### src/logic/cpu_pkg.sv
`default_nettype none

package cpu_pkg;

	// datapath sizes
	localparam int DATA_W = 16;
	localparam int REG_N = 8;
	localparam int STACK_DEPTH = 16;
	localparam int ADDR_W = 8;
	localparam int REG_IDX_W = $clog2(REG_N);
	// one extra bit so a full stack differs from an empty one
	localparam int SP_W = $clog2(STACK_DEPTH) + 1;
	localparam logic [SP_W-1:0] SP_FULL = SP_W'(STACK_DEPTH);

	// apb address map, registers at ADDR_REG0 + 4*n
	localparam logic [ADDR_W-1:0] ADDR_INSTR = 8'h00;
	localparam logic [ADDR_W-1:0] ADDR_OUT = 8'h04;
	localparam logic [ADDR_W-1:0] ADDR_PC = 8'h08;
	localparam logic [ADDR_W-1:0] ADDR_FLAGS = 8'h0C;
	localparam logic [ADDR_W-1:0] ADDR_REG0 = 8'h20;
	localparam logic [ADDR_W-1:0] ADDR_REG_END = ADDR_REG0 + 8'(4 * REG_N);

	typedef logic [REG_N-1:0][DATA_W-1:0] regs_t;

	// upper two bits pick the group
	typedef enum logic [4:0] {
		OP_NOT = 5'b00000, OP_INC = 5'b00001, OP_DEC = 5'b00010, OP_ADD = 5'b00011,
		OP_SUB = 5'b00100, OP_AND = 5'b00101, OP_OR = 5'b00110,
		OP_NOP = 5'b01000, OP_SETC = 5'b01001, OP_CLRC = 5'b01010, OP_OUT = 5'b01011,
		OP_IN = 5'b01100, OP_PUSH = 5'b01101, OP_POP = 5'b01110,
		OP_MOV = 5'b10000, OP_SHL = 5'b10100, OP_SHR = 5'b10101,
		OP_CALL = 5'b11100, OP_RET = 5'b11101, OP_RETI = 5'b11110
	} opcode_e;

	typedef enum logic [3:0] {
		ALU_NOT = 4'd0, ALU_INC = 4'd1, ALU_DEC = 4'd2, ALU_ADD = 4'd3, ALU_SUB = 4'd4,
		ALU_AND = 4'd5, ALU_OR = 4'd6, ALU_SHL = 4'd7, ALU_SHR = 4'd8, ALU_PASS = 4'd15
	} alu_op_e;

	// two-operand register form
	typedef struct packed {
		opcode_e opcode;
		logic [REG_IDX_W-1:0] rdst;
		logic [REG_IDX_W-1:0] rsrc;
		logic [4:0] spare;
	} instr_reg_t;

	// immediate form, imm8 is the shift amount
	typedef struct packed {
		opcode_e opcode;
		logic [REG_IDX_W-1:0] rdst;
		logic [7:0] imm8;
	} instr_imm_t;

	typedef union packed {
		instr_reg_t r;
		instr_imm_t i;
	} instr_u;

	typedef enum logic [1:0] {WB_ALU, WB_SRC, WB_IN, WB_STACK} wb_sel_e;
	typedef enum logic [1:0] {CARRY_KEEP, CARRY_SET, CARRY_CLR, CARRY_ALU} carry_sel_e;
	typedef enum logic [1:0] {SRC_REG, SRC_PC, SRC_FLAGS} push_src_e;

	typedef struct packed {
		logic zero;
		logic negative;
		logic carry;
	} flags_t;

	typedef struct packed {
		logic valid;
		alu_op_e alu_op;
		logic use_imm;
		logic [REG_IDX_W-1:0] rdst;
		logic [REG_IDX_W-1:0] rsrc;
		logic [7:0] imm8;
		logic reg_write;
		wb_sel_e wb_sel;
		logic flag_write;
		carry_sel_e carry_sel;
		logic push;
		logic pop;
		push_src_e push_src;
		logic out_en;
		logic pc_load_reg;
		logic pc_load_stack;
		logic flags_load_stack;
	} ctrl_t;

	// what the result stage needs from execute
	typedef struct packed {
		logic [DATA_W-1:0] alu_value;
		logic [DATA_W-1:0] src_value;
		logic [DATA_W-1:0] pc_value;
		flags_t flags;
		logic [REG_IDX_W-1:0] rdst;
		logic reg_write;
		wb_sel_e wb_sel;
		logic push;
		logic pop;
		push_src_e push_src;
		logic out_en;
	} exec_res_t;

endpackage

`default_nettype wire
### src/logic/core_top.sv
`timescale 1ns/10ps
`default_nettype none

module core_top (
	input wire logic clk,
	input wire logic reset,
	input wire logic psel,
	input wire logic penable,
	input wire logic pwrite,
	input wire logic [cpu_pkg::ADDR_W-1:0] paddr,
	input wire logic [cpu_pkg::DATA_W-1:0] pwdata,
	output logic [cpu_pkg::DATA_W-1:0] prdata,
	output logic pready,
	input wire logic irq,
	input wire logic [cpu_pkg::DATA_W-1:0] in_data,
	output logic [cpu_pkg::DATA_W-1:0] out_data
);

	logic busy;
	cpu_pkg::instr_u instr;
	logic instr_valid;
	cpu_pkg::ctrl_t ctrl;
	cpu_pkg::exec_res_t res;
	logic wb_en;
	logic [cpu_pkg::REG_IDX_W-1:0] wb_rdst;
	logic [cpu_pkg::DATA_W-1:0] wb_data;
	logic [cpu_pkg::DATA_W-1:0] pop_data;
	cpu_pkg::regs_t regs_view;
	cpu_pkg::flags_t flags_view;
	logic [cpu_pkg::DATA_W-1:0] pc_view;

	// host port
	apb_issue u_apb (
		.clk(clk), .reset(reset),
		.psel(psel), .penable(penable), .pwrite(pwrite), .paddr(paddr), .pwdata(pwdata),
		.prdata(prdata), .pready(pready),
		.busy(busy), .instr(instr), .instr_valid(instr_valid),
		.regs_view(regs_view), .flags_view(flags_view), .pc_view(pc_view),
		.out_view(out_data)
	);

	// decode and sequences
	ctrl_fsm u_ctrl (
		.clk(clk), .reset(reset),
		.instr(instr), .instr_valid(instr_valid), .irq(irq),
		.busy(busy), .ctrl(ctrl)
	);

	alu_exec u_exec (
		.clk(clk), .reset(reset),
		.ctrl(ctrl),
		.wb_en(wb_en), .wb_rdst(wb_rdst), .wb_data(wb_data), .pop_data(pop_data),
		.res(res),
		.regs_view(regs_view), .flags_view(flags_view), .pc_view(pc_view)
	);

	stack_wb u_wb (
		.clk(clk), .reset(reset),
		.res(res), .in_data(in_data),
		.wb_en(wb_en), .wb_rdst(wb_rdst), .wb_data(wb_data),
		.pop_data(pop_data), .out_data(out_data)
	);

endmodule

`default_nettype wire

### src/logic/stack_wb.sv
`timescale 1ns/10ps
`default_nettype none

module stack_wb (
	input wire logic clk,
	input wire logic reset,
	input wire cpu_pkg::exec_res_t res,
	input wire logic [cpu_pkg::DATA_W-1:0] in_data,
	output logic wb_en,
	output logic [cpu_pkg::REG_IDX_W-1:0] wb_rdst,
	output logic [cpu_pkg::DATA_W-1:0] wb_data,
	output logic [cpu_pkg::DATA_W-1:0] pop_data,
	output logic [cpu_pkg::DATA_W-1:0] out_data
);

	logic [cpu_pkg::DATA_W-1:0] mem [cpu_pkg::STACK_DEPTH];
	// 0 is empty, counts down on push
	logic [cpu_pkg::SP_W-1:0] sp;
	logic [cpu_pkg::SP_W-1:0] sp_dec;
	logic [cpu_pkg::DATA_W-1:0] push_value;

	assign sp_dec = sp - 1'b1;

	// top of stack
	assign pop_data = mem[sp[cpu_pkg::SP_W-2:0]];

	// what goes on the stack
	always_comb
	begin
		push_value = res.alu_value;
		case (res.push_src)
			cpu_pkg::SRC_PC: push_value = res.pc_value;
			cpu_pkg::SRC_FLAGS:
			begin
				push_value = '0;
				push_value[$bits(cpu_pkg::flags_t)-1:0] = res.flags;
			end
			default: push_value = res.alu_value;
		endcase
	end

	always_ff @(posedge clk)
	begin
		if (res.push)
			mem[sp_dec[cpu_pkg::SP_W-2:0]] <= push_value;
	end

	always_ff @(posedge clk or negedge reset)
	begin
		if (!reset)
			sp <= '0;
		else if (res.push)
			sp <= sp_dec;
		else if (res.pop)
			sp <= sp + 1'b1;
	end

	// write-back source
	always_comb
	begin
		case (res.wb_sel)
			cpu_pkg::WB_SRC: wb_data = res.src_value;
			cpu_pkg::WB_IN: wb_data = in_data;
			cpu_pkg::WB_STACK: wb_data = pop_data;
			default: wb_data = res.alu_value;
		endcase
	end

	assign wb_en = res.reg_write;
	assign wb_rdst = res.rdst;

	// out port holds Rdst from the last OUT
	always_ff @(posedge clk or negedge reset)
	begin
		if (!reset)
			out_data <= '0;
		else if (res.out_en)
			out_data <= res.alu_value;
	end

	// program order must keep the stack in range
	a_no_overflow: assert property (@(posedge clk) disable iff (!reset)
		res.push |-> (sp != cpu_pkg::SP_FULL))
		else $error("stack overflow");

	a_no_underflow: assert property (@(posedge clk) disable iff (!reset)
		res.pop |-> (sp != '0))
		else $error("stack underflow");

endmodule

`default_nettype wire

### src/logic/alu_exec.sv
`timescale 1ns/10ps
`default_nettype none

module alu_exec (
	input wire logic clk,
	input wire logic reset,
	input wire cpu_pkg::ctrl_t ctrl,
	input wire logic wb_en,
	input wire logic [cpu_pkg::REG_IDX_W-1:0] wb_rdst,
	input wire logic [cpu_pkg::DATA_W-1:0] wb_data,
	input wire logic [cpu_pkg::DATA_W-1:0] pop_data,
	output cpu_pkg::exec_res_t res,
	output cpu_pkg::regs_t regs_view,
	output cpu_pkg::flags_t flags_view,
	output logic [cpu_pkg::DATA_W-1:0] pc_view
);

	cpu_pkg::regs_t regs;
	cpu_pkg::flags_t flags;
	cpu_pkg::flags_t flags_next;
	logic [cpu_pkg::DATA_W-1:0] pc;
	logic [cpu_pkg::DATA_W-1:0] op_a;
	logic [cpu_pkg::DATA_W-1:0] op_src;
	logic [cpu_pkg::DATA_W-1:0] op_b;
	logic [cpu_pkg::DATA_W-1:0] alu_r;
	logic alu_c;
	logic pc_step;

	// operands
	assign op_a = regs[ctrl.rdst];
	assign op_src = regs[ctrl.rsrc];
	assign op_b = ctrl.use_imm ? {{(cpu_pkg::DATA_W-8){1'b0}}, ctrl.imm8} : op_src;

	// alu, carry is the 17th bit
	always_comb
	begin
		alu_c = 1'b0;
		alu_r = op_a;
		case (ctrl.alu_op)
			cpu_pkg::ALU_NOT: alu_r = ~op_a;
			cpu_pkg::ALU_INC: {alu_c, alu_r} = {1'b0, op_a} + {{cpu_pkg::DATA_W{1'b0}}, 1'b1};
			// borrow out of the top
			cpu_pkg::ALU_DEC: {alu_c, alu_r} = {1'b0, op_a} - {{cpu_pkg::DATA_W{1'b0}}, 1'b1};
			cpu_pkg::ALU_ADD: {alu_c, alu_r} = {1'b0, op_a} + {1'b0, op_b};
			cpu_pkg::ALU_SUB: {alu_c, alu_r} = {1'b0, op_a} - {1'b0, op_b};
			cpu_pkg::ALU_AND: alu_r = op_a & op_b;
			cpu_pkg::ALU_OR: alu_r = op_a | op_b;
			// last bit shifted out lands in carry
			cpu_pkg::ALU_SHL: {alu_c, alu_r} = {1'b0, op_a} << op_b;
			cpu_pkg::ALU_SHR: {alu_r, alu_c} = {op_a, 1'b0} >> op_b;
			default: alu_r = op_a;
		endcase
	end

	// flag update
	always_comb
	begin
		flags_next = flags;
		if (ctrl.flags_load_stack)
			flags_next = cpu_pkg::flags_t'(pop_data[$bits(cpu_pkg::flags_t)-1:0]);
		else if (ctrl.flag_write)
		begin
			// setc and clrc touch only carry
			if (ctrl.alu_op != cpu_pkg::ALU_PASS)
			begin
				flags_next.zero = (alu_r == '0);
				flags_next.negative = alu_r[cpu_pkg::DATA_W-1];
			end
			case (ctrl.carry_sel)
				cpu_pkg::CARRY_SET: flags_next.carry = 1'b1;
				cpu_pkg::CARRY_CLR: flags_next.carry = 1'b0;
				cpu_pkg::CARRY_ALU: flags_next.carry = alu_c;
				default: flags_next.carry = flags.carry;
			endcase
		end
	end

	// sequence steps and jumps leave the counter alone
	assign pc_step = ctrl.valid && !ctrl.pc_load_reg && !ctrl.pc_load_stack
		&& !ctrl.flags_load_stack && !(ctrl.push && (ctrl.push_src != cpu_pkg::SRC_REG));

	always_ff @(posedge clk or negedge reset)
	begin
		if (!reset)
		begin
			regs <= '0;
			flags <= '0;
			pc <= '0;
		end
		else
		begin
			if (wb_en)
				regs[wb_rdst] <= wb_data;
			flags <= flags_next;
			if (ctrl.pc_load_reg)
				pc <= op_a;
			else if (ctrl.pc_load_stack)
				pc <= pop_data;
			else if (pc_step)
				pc <= pc + 1'b1;
		end
	end

	// to the result stage, same cycle
	always_comb
	begin
		res.alu_value = alu_r;
		res.src_value = op_src;
		// call saves the address after itself, irq the current one
		res.pc_value = ctrl.pc_load_reg ? pc + 1'b1 : pc;
		res.flags = flags;
		res.rdst = ctrl.rdst;
		res.reg_write = ctrl.reg_write;
		res.wb_sel = ctrl.wb_sel;
		res.push = ctrl.push;
		res.pop = ctrl.pop;
		res.push_src = ctrl.push_src;
		res.out_en = ctrl.out_en;
	end

	assign regs_view = regs;
	assign flags_view = flags;
	assign pc_view = pc;

endmodule

`default_nettype wire

### src/logic/ctrl_fsm.sv
`timescale 1ns/10ps
`default_nettype none

module ctrl_fsm (
	input wire logic clk,
	input wire logic reset,
	input wire cpu_pkg::instr_u instr,
	input wire logic instr_valid,
	input wire logic irq,
	output logic busy,
	output cpu_pkg::ctrl_t ctrl
);

	typedef enum logic [1:0] {IDLE, PUSH_PC, PUSH_FLAGS, POP_PC} state_e;

	state_e state;
	cpu_pkg::opcode_e op;

	assign op = instr.r.opcode;
	assign busy = (state != IDLE);

	// control bundle
	always_comb
	begin
		// defaults, nothing happens
		ctrl = '0;
		ctrl.alu_op = cpu_pkg::ALU_PASS;
		ctrl.wb_sel = cpu_pkg::WB_ALU;
		ctrl.carry_sel = cpu_pkg::CARRY_KEEP;
		ctrl.push_src = cpu_pkg::SRC_REG;
		case (state)
			IDLE:
			begin
				if (instr_valid)
				begin
					ctrl.valid = 1'b1;
					ctrl.rdst = instr.r.rdst;
					ctrl.rsrc = instr.r.rsrc;
					case (op[4:3])
						// alu group, rsrc from the register view
						2'b00:
						begin
							case (op)
								cpu_pkg::OP_NOT: ctrl.alu_op = cpu_pkg::ALU_NOT;
								cpu_pkg::OP_INC: ctrl.alu_op = cpu_pkg::ALU_INC;
								cpu_pkg::OP_DEC: ctrl.alu_op = cpu_pkg::ALU_DEC;
								cpu_pkg::OP_ADD: ctrl.alu_op = cpu_pkg::ALU_ADD;
								cpu_pkg::OP_SUB: ctrl.alu_op = cpu_pkg::ALU_SUB;
								cpu_pkg::OP_AND: ctrl.alu_op = cpu_pkg::ALU_AND;
								cpu_pkg::OP_OR: ctrl.alu_op = cpu_pkg::ALU_OR;
								default: ctrl.alu_op = cpu_pkg::ALU_PASS;
							endcase
							// unknown code stays a nop
							if (ctrl.alu_op != cpu_pkg::ALU_PASS)
							begin
								ctrl.reg_write = 1'b1;
								ctrl.flag_write = 1'b1;
							end
							// logic ops leave carry alone
							if (ctrl.alu_op inside {cpu_pkg::ALU_INC, cpu_pkg::ALU_DEC,
								cpu_pkg::ALU_ADD, cpu_pkg::ALU_SUB})
								ctrl.carry_sel = cpu_pkg::CARRY_ALU;
						end
						// one operand group
						2'b01:
						begin
							case (op)
								cpu_pkg::OP_SETC:
								begin
									ctrl.flag_write = 1'b1;
									ctrl.carry_sel = cpu_pkg::CARRY_SET;
								end
								cpu_pkg::OP_CLRC:
								begin
									ctrl.flag_write = 1'b1;
									ctrl.carry_sel = cpu_pkg::CARRY_CLR;
								end
								// alu passes Rdst through
								cpu_pkg::OP_OUT: ctrl.out_en = 1'b1;
								cpu_pkg::OP_IN:
								begin
									ctrl.reg_write = 1'b1;
									ctrl.wb_sel = cpu_pkg::WB_IN;
								end
								cpu_pkg::OP_PUSH: ctrl.push = 1'b1;
								cpu_pkg::OP_POP:
								begin
									ctrl.pop = 1'b1;
									ctrl.reg_write = 1'b1;
									ctrl.wb_sel = cpu_pkg::WB_STACK;
								end
								default: ;
							endcase
						end
						// two operand group, shifts use the imm view
						2'b10:
						begin
							case (op)
								cpu_pkg::OP_MOV:
								begin
									ctrl.reg_write = 1'b1;
									ctrl.wb_sel = cpu_pkg::WB_SRC;
								end
								cpu_pkg::OP_SHL, cpu_pkg::OP_SHR:
								begin
									ctrl.alu_op = (op == cpu_pkg::OP_SHL) ? cpu_pkg::ALU_SHL
										: cpu_pkg::ALU_SHR;
									ctrl.use_imm = 1'b1;
									ctrl.imm8 = instr.i.imm8;
									ctrl.reg_write = 1'b1;
									ctrl.flag_write = 1'b1;
									ctrl.carry_sel = cpu_pkg::CARRY_ALU;
								end
								default: ;
							endcase
						end
						// call and returns
						default:
						begin
							case (op)
								// push return address, jump to Rdst
								cpu_pkg::OP_CALL:
								begin
									ctrl.push = 1'b1;
									ctrl.push_src = cpu_pkg::SRC_PC;
									ctrl.pc_load_reg = 1'b1;
								end
								cpu_pkg::OP_RET:
								begin
									ctrl.pop = 1'b1;
									ctrl.pc_load_stack = 1'b1;
								end
								// flags first, pc in POP_PC
								cpu_pkg::OP_RETI:
								begin
									ctrl.pop = 1'b1;
									ctrl.flags_load_stack = 1'b1;
								end
								default: ;
							endcase
						end
					endcase
				end
			end
			PUSH_PC:
			begin
				ctrl.valid = 1'b1;
				ctrl.push = 1'b1;
				ctrl.push_src = cpu_pkg::SRC_PC;
			end
			PUSH_FLAGS:
			begin
				ctrl.valid = 1'b1;
				ctrl.push = 1'b1;
				ctrl.push_src = cpu_pkg::SRC_FLAGS;
			end
			POP_PC:
			begin
				ctrl.valid = 1'b1;
				ctrl.pop = 1'b1;
				ctrl.pc_load_stack = 1'b1;
			end
			default: ;
		endcase
	end

	// sequence state
	always_ff @(posedge clk or negedge reset)
	begin
		if (!reset)
			state <= IDLE;
		else
		begin
			case (state)
				IDLE:
				begin
					// an accepted word wins over irq
					if (instr_valid && (op == cpu_pkg::OP_RETI))
						state <= POP_PC;
					else if (!instr_valid && irq)
						state <= PUSH_PC;
				end
				PUSH_PC: state <= PUSH_FLAGS;
				default: state <= IDLE;
			endcase
		end
	end

	// issue side must honour busy
	a_no_issue_when_busy: assert property (@(posedge clk) disable iff (!reset)
		busy |-> !instr_valid)
		else $error("instruction issued during a stack sequence");

endmodule

`default_nettype wire

### src/logic/apb_issue.sv
`timescale 1ns/10ps
`default_nettype none

module apb_issue (
	input wire logic clk,
	input wire logic reset,
	input wire logic psel,
	input wire logic penable,
	input wire logic pwrite,
	input wire logic [cpu_pkg::ADDR_W-1:0] paddr,
	input wire logic [cpu_pkg::DATA_W-1:0] pwdata,
	output logic [cpu_pkg::DATA_W-1:0] prdata,
	output logic pready,
	input wire logic busy,
	output cpu_pkg::instr_u instr,
	output logic instr_valid,
	input wire cpu_pkg::regs_t regs_view,
	input wire cpu_pkg::flags_t flags_view,
	input wire logic [cpu_pkg::DATA_W-1:0] pc_view,
	input wire logic [cpu_pkg::DATA_W-1:0] out_view
);

	logic instr_wr;
	logic reg_hit;

	// access phase of a write to the instruction port
	assign instr_wr = psel && penable && pwrite && (paddr == cpu_pkg::ADDR_INSTR);

	// hold the host off while a sequence runs
	assign pready = !(instr_wr && busy);
	assign instr_valid = instr_wr && !busy;
	assign instr = cpu_pkg::instr_u'(pwdata);

	// register window, word aligned
	assign reg_hit = (paddr >= cpu_pkg::ADDR_REG0) && (paddr < cpu_pkg::ADDR_REG_END)
		&& (paddr[1:0] == 2'b00);

	// read mux, no wait states
	always_comb
	begin
		prdata = '0;
		if (reg_hit)
			// base is 32-aligned so bits 4:2 are the index
			prdata = regs_view[paddr[2 +: cpu_pkg::REG_IDX_W]];
		else
		begin
			case (paddr)
				cpu_pkg::ADDR_OUT: prdata = out_view;
				cpu_pkg::ADDR_PC: prdata = pc_view;
				cpu_pkg::ADDR_FLAGS: prdata[$bits(cpu_pkg::flags_t)-1:0] = flags_view;
				default: prdata = '0;
			endcase
		end
	end

	// host must keep its word while stalled
	a_stall_data_stable: assert property (@(posedge clk) disable iff (!reset)
		(instr_wr && !pready) |=> $stable(pwdata))
		else $error("pwdata changed during a stalled write");

endmodule

`default_nettype wire

### config.mk
export PLATFORM = sky130hd
export DESIGN_NAME = core_top
export DESIGN_NICKNAME = d
export VERILOG_FILES = /design/src/logic/cpu_pkg.sv /design/src/logic/core_top.sv /design/src/logic/stack_wb.sv /design/src/logic/alu_exec.sv /design/src/logic/ctrl_fsm.sv /design/src/logic/apb_issue.sv
export SDC_FILE = /design/constraint.sdc
export NUM_CORES = 1
export LEC_CHECK = 0
export BUFFER_PORTS_ARGS = -buffer_cell sky130_fd_sc_hd__clkbuf_2
export CAP_MARGIN = 20
export CORE_MARGIN = 2
export CORE_UTILIZATION = 40
export DETAILED_ROUTE_END_ITERATION = 10
export PLACE_DENSITY = 0.61
export REMOVE_ABC_BUFFERS = 1
export SYNTH_ARGS = -nofsm -noshare
export SYNTH_HDL_FRONTEND = slang
export SYNTH_HIERARCHICAL = 1
export SYNTH_SLANG_ARGS = --single-unit
### constraint.sdc
create_clock -name clk -period 9.65 [get_ports clk]
set_input_delay 0 -clock clk [delete_from_list [all_inputs] [get_ports clk]]
set_output_delay 0 -clock clk [all_outputs]
set_load 0.1 [all_outputs]
==> results of run 1 <==
[critical path, cell delays in order (launching register included)]
cell	delay, ns
dfrtp_1	0.42
inv_1	0.17
ha_1	0.38
inv_1	0.14
nor3_2	0.55
and3_1	0.90
nand2_1	0.69
o22ai_1	0.53
o31a_1	0.39
inv_8	0.16
ha_1	0.27
fa_1	0.43
o21ba_2	0.25
nor2_1	0.12
nor2_1	0.09
o31ai_1	0.62
a22oi_1	0.27
a221o_1	0.35
o21ai_0	0.50
o211ai_1	0.26
a21o_1	0.35
mux2i_1	0.17
nor2_1	0.06
a221oi_2	0.17
o21ai_1	0.25
mux2_2	0.34
[state kept, by name, summed over array words and instances, names as in the netlist]
register,flops
u_exec/pc_view,16
u_wb/mem,256
u_ctrl/state,2
u_wb/out_data,16
u_wb/sp,4
u_exec/regs_view,128
u_exec/flags_view,3
[cells in the mapped netlist (11+ instances only)]
cell / n / area [µm²]
a31oi_1: 19 / 119
buf_2: 37 / 185
o21ai_0: 94 / 470
clkbuf_1: 82 / 308
o21ai_1: 17 / 85.1
o221ai_1: 11 / 96.3
a211oi_1: 33 / 248
xnor2_1: 39 / 342
nor2_1: 188 / 706
nand4_1: 11 / 68.8
ha_1: 69 / 863
inv_2: 14 / 52.6
a21oi_1: 103 / 515
a221oi_2: 11 / 165
xor2_1: 13 / 114
mux2_2: 215 / 2420
o31ai_1: 19 / 143
o22ai_1: 47 / 294
inv_1: 52 / 195
o211ai_1: 27 / 203
edfxtp_1: 256 / 7690
mux4_1: 22 / 578
dfrtp_1: 169 / 4230
a221oi_1: 22 / 193
buf_6: 18 / 203
mux4_2: 110 / 2480
nor3_1: 46 / 230
a22oi_1: 43 / 323
a21o_1: 13 / 97.6
buf_4: 50 / 375
nand3_1: 24 / 120
nand2_1: 127 / 477
a22o_1: 16 / 140
nand2b_1: 20 / 125
nor2b_1: 19 / 119
and3_1: 30 / 188
mux2i_1: 95 / 951
[kinds of logic (layout without fill, tap and decap cells)]
family          after synthesis  after routing  synth area share
buf+inv                     274            325            0.0533
simple gates                534            534            0.0914
mux                         457            457             0.239
compound gates              566            566             0.142
flops                       425            425             0.426
xor+xnor                     52             52            0.0163
fa+ha+maj                    71             71            0.0323
[path summary, 6_finish.rpt]
path | cells after the start | end | slack [ns] | startpoint
max in group asynchronous | 5 | u_exec/regs_view[16] | 7.69 | reset
max | 25 | u_exec/regs_view[74] | 0.67 | u_ctrl/state[0]
max reg2reg | 25 | u_exec/regs_view[74] | 0.67 | u_ctrl/state[0]
min | 4 | u_ctrl/state[0] | 0.05 | pwdata[11]
min in group asynchronous | 4 | u_exec/regs_view[9] | 0.48 | reset
min reg2reg | 1 | u_exec/regs_view[96] | 0.56 | u_exec/regs_view[96]
[timing repair]
action                                 4_1_cts  5_1_grt
gates resized for setup                      0        0
endpoints found under the hold margin       58        0
hold buffers                                 4        0
[stage by stage]
stage / std cells / cell area [µm²]
after floorplan: 2176 / 26700
after global placement: 3266 / 29000
after detailed placement: 3274 / 29200
after CTS: 3360 / 30800
after global routing: 3361 / 30800
final: 3361 / 30800
[metal layers]
metal,up-vias,wire length (µm)
met4,2,5090
met2,1328,45000
li1,9240,-
met5,-,13
met3,270,10100
met1,11000,40300
[layout make-up]
class                           instances  area [µm²]  share of cell area
Clock buffer                           67        1280              0.0415
Clock inverter                         15         272             0.00881
Inverter                               71         275             0.00893
Multi-Input combinational cell       1680       14700               0.476
Sequential cell                       425       11900               0.387
Tap cell                              931        1160              0.0378
Timing Repair Buffer                  172        1250              0.0407
[power by group through the flow]
stage / sequential (µW) / clock, µW / combinational (µW)
global placement: 2320 / 0 / 1540
detailed placement: 2340 / 0 / 1580
CTS: 2300 / 1850 / 1590
global route: 2320 / 1930 / 1710
finish: 2300 / 1820 / 1610
floorplan: 2390 / 0 / 954
[cell usage in the layout (no fill, tap or decap), types with 47 or more instances in the layout]
master,Yosys,layout
o21ai_0,94,94
inv_1,52,52
buf_4,50,83
clkbuf_2,1,77
mux2_2,215,215
a21oi_1,103,102
mux2i_1,95,94
edfxtp_1,256,256
ha_1,69,69
o22ai_1,47,47
nor2_1,188,170
nand2_1,127,127
dfrtp_1,169,166
mux4_2,110,110
==> metrics.cfg, run 1 <==
[sta]
report.final.slew_viol_count = 0
tns_ns = 0
maxSlewHeadroom = 0.272
post-route-min-period_ns = 8.98
period_share = 0.931
tightestPinTransition_ns = 1.08
max_freq_ghz = 0.111
fin_ws_ns = 0.669
whs_ns = 0.0513
finalSetupViolations = 0
hold_viol_final = 0
rsz0062_at_grt = false
skew_ns = 0.0312

[drt]
drt.antenna.violating_nets = 0
wl_per_cell_um = 29.9
drc = 0
firstDrtPassIters = 6
avgViaCountPerCell = 6.49
num_vias = 21800
drtIter0Drc = 3071
wl_mm = 101

[floorplan]
die_h_um = 268
die_x_um = 268
initial_core_util = 0.406
ioPinCount = 79
dieArea_mm2 = 0.0720
rows = 96
core_mm2 = 0.0689

[clock_network]
cts_buffer_depth = 3
cts_setup_buffers = 0
cts_tree = done
cts_buffers = 45
cts_root_buffer = clkbuf_16
cts.sinks = 425
cts_max_level = 2
clk_pin_slew_ns = 0.06
clock_latency_ns = 0.60

[worst_hold_path]
min_path_type = primary input to register

[outcome]
outcome = finished, final reports clean

[synthesis]
synth.distinct_cells = 106
synthFlopType = edfxtp_1
avgSynthCellArea_um2 = 11.8
synth_async_sr_flop_share = 0.398
ys_ff_latch = 425
synth_enable_flop_cells = 256
syn_inst = 2379
seq_area_frac_synth = 0.426
yosysWarningCount = 6
netlist_area_mm2 = 0.0280

[pwr]
pwr-share-comb = 0.281
power.leakage_uw = 0.0120
power.share.clock = 0.318
intPower_uw = 3860
worst_ir_drop_vdd_v = 0.000185
power_density_mw_per_mm2 = 186
total_power_uw = 5730
p_sw_frac = 0.326
p_seq_frac = 0.401
p_sw_uw = 1870

[global_routing]
grt_overflow = 0
met1_usage = 0.380
grt_usage = 0.278
antenna_found_initial = 2
grt_use_met2 = 0.430
grt_pass1_vias = 21100
grt_max_degree = 74
grt_util_met3 = 0.0576
grt_pass1_wl_mm = 147
busiest_layer = met2

[critical_path]
startpoint_type = register
crit_required_ns = 10.12
path_max_fanout = 37
critical_path_class = register to register
cp_data_arrival_time_ns = 9.45
end_kind = register

[placed_design]
gp_congestion = 1.03
dpl.hpwl_mm = 71.0
io_buffers = 78
dpl_worst_slack_ns = 1.14

[layout]
fillerInstances = 6291
final_util = 0.447
n_antenna_cell = 0
fin_nets = 2512
drive_above_1_share = 0.271
syn2layout_area_growth_pct = 10.3

[job]
max_cap_viol_count = 0

No activity file was read; power rests on OpenSTA's default activity.
==> run 2, diff against run 1 <==
GPL_TIMING_DRIVEN = 0   (was not set)
==> metrics.cfg, run 2 (synthesis results as in run 1) <==
[outcome]
outcome = finished, final reports clean

[pwr]
intPower_uw = 3910
worst_ir_drop_vdd_v = 0.000174
p_sw_uw = 1820
pwr-share-comb = 0.266
power_density_mw_per_mm2 = 184
p_sw_frac = 0.318
p_seq_frac = 0.413
power.share.clock = 0.320
power.leakage_uw = 0.0120

[sta]
max_freq_ghz = 0.105
skew_ns = 0.0503
maxSlewHeadroom = 0.178
tns_ns = 0
period_share = 0.984
report.final.slew_viol_count = 0
tightestPinTransition_ns = 1.22
hold_viol_final = 0
finalSetupViolations = 0
rsz0062_at_grt = false
post-route-min-period_ns = 9.49

[critical_path]
r2r-start = u_ctrl/state[1]
critical_path_class = register to register
end_kind = register
endpoint = u_exec/regs_view[116]
r2r_slack_ns = 0.16
crit_start = u_ctrl/state[1]
r2r-end = u_exec/regs_view[116]
startpoint_type = register
cp_data_arrival_time_ns = 9.95
crit_required_ns = 10.10
path_max_fanout = 37
r2r_cells = 27

[placed_design]
io_buffers = 78
dpl.hpwl_mm = 69.6
place_area_mm2 = 0.0294
gp_congestion = 0.987

[drt]
avgViaCountPerCell = 6.43
drc = 0
wl_mm = 97.2
num_vias = 21500
drtIter0Drc = 2453
drt.antenna.violating_nets = 0
wl_per_cell_um = 29.1
firstDrtPassIters = 8

[job]
max_cap_viol_count = 0

[global_routing]
grt_overflow = 0
grt_pass1_wl_mm = 143
grt_usage = 0.269
grt_max_degree = 114
antenna_found_initial = 2
grt_pass1_vias = 21100

[layout]
drive_above_1_share = 0.269
fillerInstances = 6320
n_antenna_cell = 0
final_common_cell = edfxtp_1
layout_common_cells = edfxtp_1, mux2_2, nor2_1, dfrtp_1, nand2_1
final_util = 0.452
largest_reg_flops = 256
syn2layout_area_growth_pct = 11.4
fin_nets = 2490
fin_area_mm2 = 0.0311

[floorplan]
core_mm2 = 0.0689
rows = 96
initial_core_util = 0.406
ioPinCount = 79
dieArea_mm2 = 0.0720
die_h_um = 268
die_x_um = 268

[clock_network]
cts_max_level = 2
cts_tree = done
cts_buffer_depth = 3
cts_buffers = 47
clk_pin_slew_ns = 0.06
clock_latency_ns = 0.62
cts_root_buffer = clkbuf_16
cts.sinks = 425

[worst_hold_path]
min_path_type = primary input to register

## run 2: cell count changes in the layout (fill, tap and decap cells not counted), sizes merged
cell         previous run  this run
clkbuf                144       143
buf                    92        63
dlygate4sd3             3         5
and3                   31        32
clkinv                 11        15
mux2i                 101       102
## run 2: per-stage QoR
stage	total power [µW]	hold WS [ns]	instances	setup slack (ns)
floorplan	3350	-0.296	2176	1.27
global placement	3820	0.389	3185	-4.00
detailed placement	3900	0.00926	3241	-0.751
CTS	5750	0.00670	3333	0.255
global route	5970	0.0541	3339	0.0629
finish	5730	0.0325	3339	0.156
## run 2: power by group through the flow
stage	Sequential, µW	Combinational, µW	Clock, µW
floorplan	2390	954	0
global placement	2500	1320	0
detailed placement	2410	1500	0
CTS	2370	1510	1860
global route	2400	1640	1930
finish	2370	1530	1830
## run 2: area by class of cell
class	instances	area, µm²	share of cell area
Multi-Input combinational cell	1682	14700	0.473
Sequential cell	425	11900	0.383
Timing Repair Buffer	146	1470	0.0471
Clock buffer	65	1290	0.0415
Tap cell	931	1160	0.0374
Clock inverter	19	280	0.00900
Inverter	71	278	0.00892
## run 2: layer usage
layer  wire [µm]  part of all wire  track usage
met5           0                 0            0
met1       40100              0.41        0.369
met4        4460             0.046        0.119
met3        7930             0.082       0.0397
met2       44700              0.46        0.426
## run 2: critical path: stages, from the launching register on
cell,delay [ns]
dfrtp_1,0.42
inv_1,0.15
ha_2,0.53
inv_1,0.34
nor3_4,0.57
buf_6,0.24
and3_2,0.56
nand2_1,0.58
o22ai_1,0.68
o31a_4,0.55
inv_8,0.19
ha_1,0.31
inv_1,0.09
fa_1,0.22
nor2b_1,0.06
o21ai_0,0.28
nand2b_1,0.12
a221o_1,0.37
a221oi_1,0.42
nand4_1,0.25
a2111oi_0,0.53
a211oi_1,0.25
buf_2,0.28
mux2i_1,0.14
nor2_1,0.06
a21oi_1,0.19
o221ai_1,0.46
mux2_2,0.45
## run 2: how the worst min path moves through the flow
stage	startpoint	endpoint	slack [ns]	cells past startpoint
after floorplan	reset	u_ctrl/state[0]	-0.30	0
after global placement	irq	u_ctrl/state[0]	0.39	3
after detailed placement	reset	u_wb/out_data[10]	0.009	1
after CTS	psel	u_ctrl/state[1]	0.007	5
after global routing	psel	u_ctrl/state[1]	0.05	5
final	psel	u_ctrl/state[1]	0.03	5
## run 2: what timing repair did
| action | CTS | global route |
|---|---|---|
| hold buffers | 6 | 0 |
| cloned | 2 | 0 |
| setup buffers | 0 | 0 |
| endpoints found under the setup margin | 218 | 48 |
| endpoints found under the hold margin | 171 | 0 |
| resized for setup | 5 | 5 |
| pin swaps | 1 | 0 |
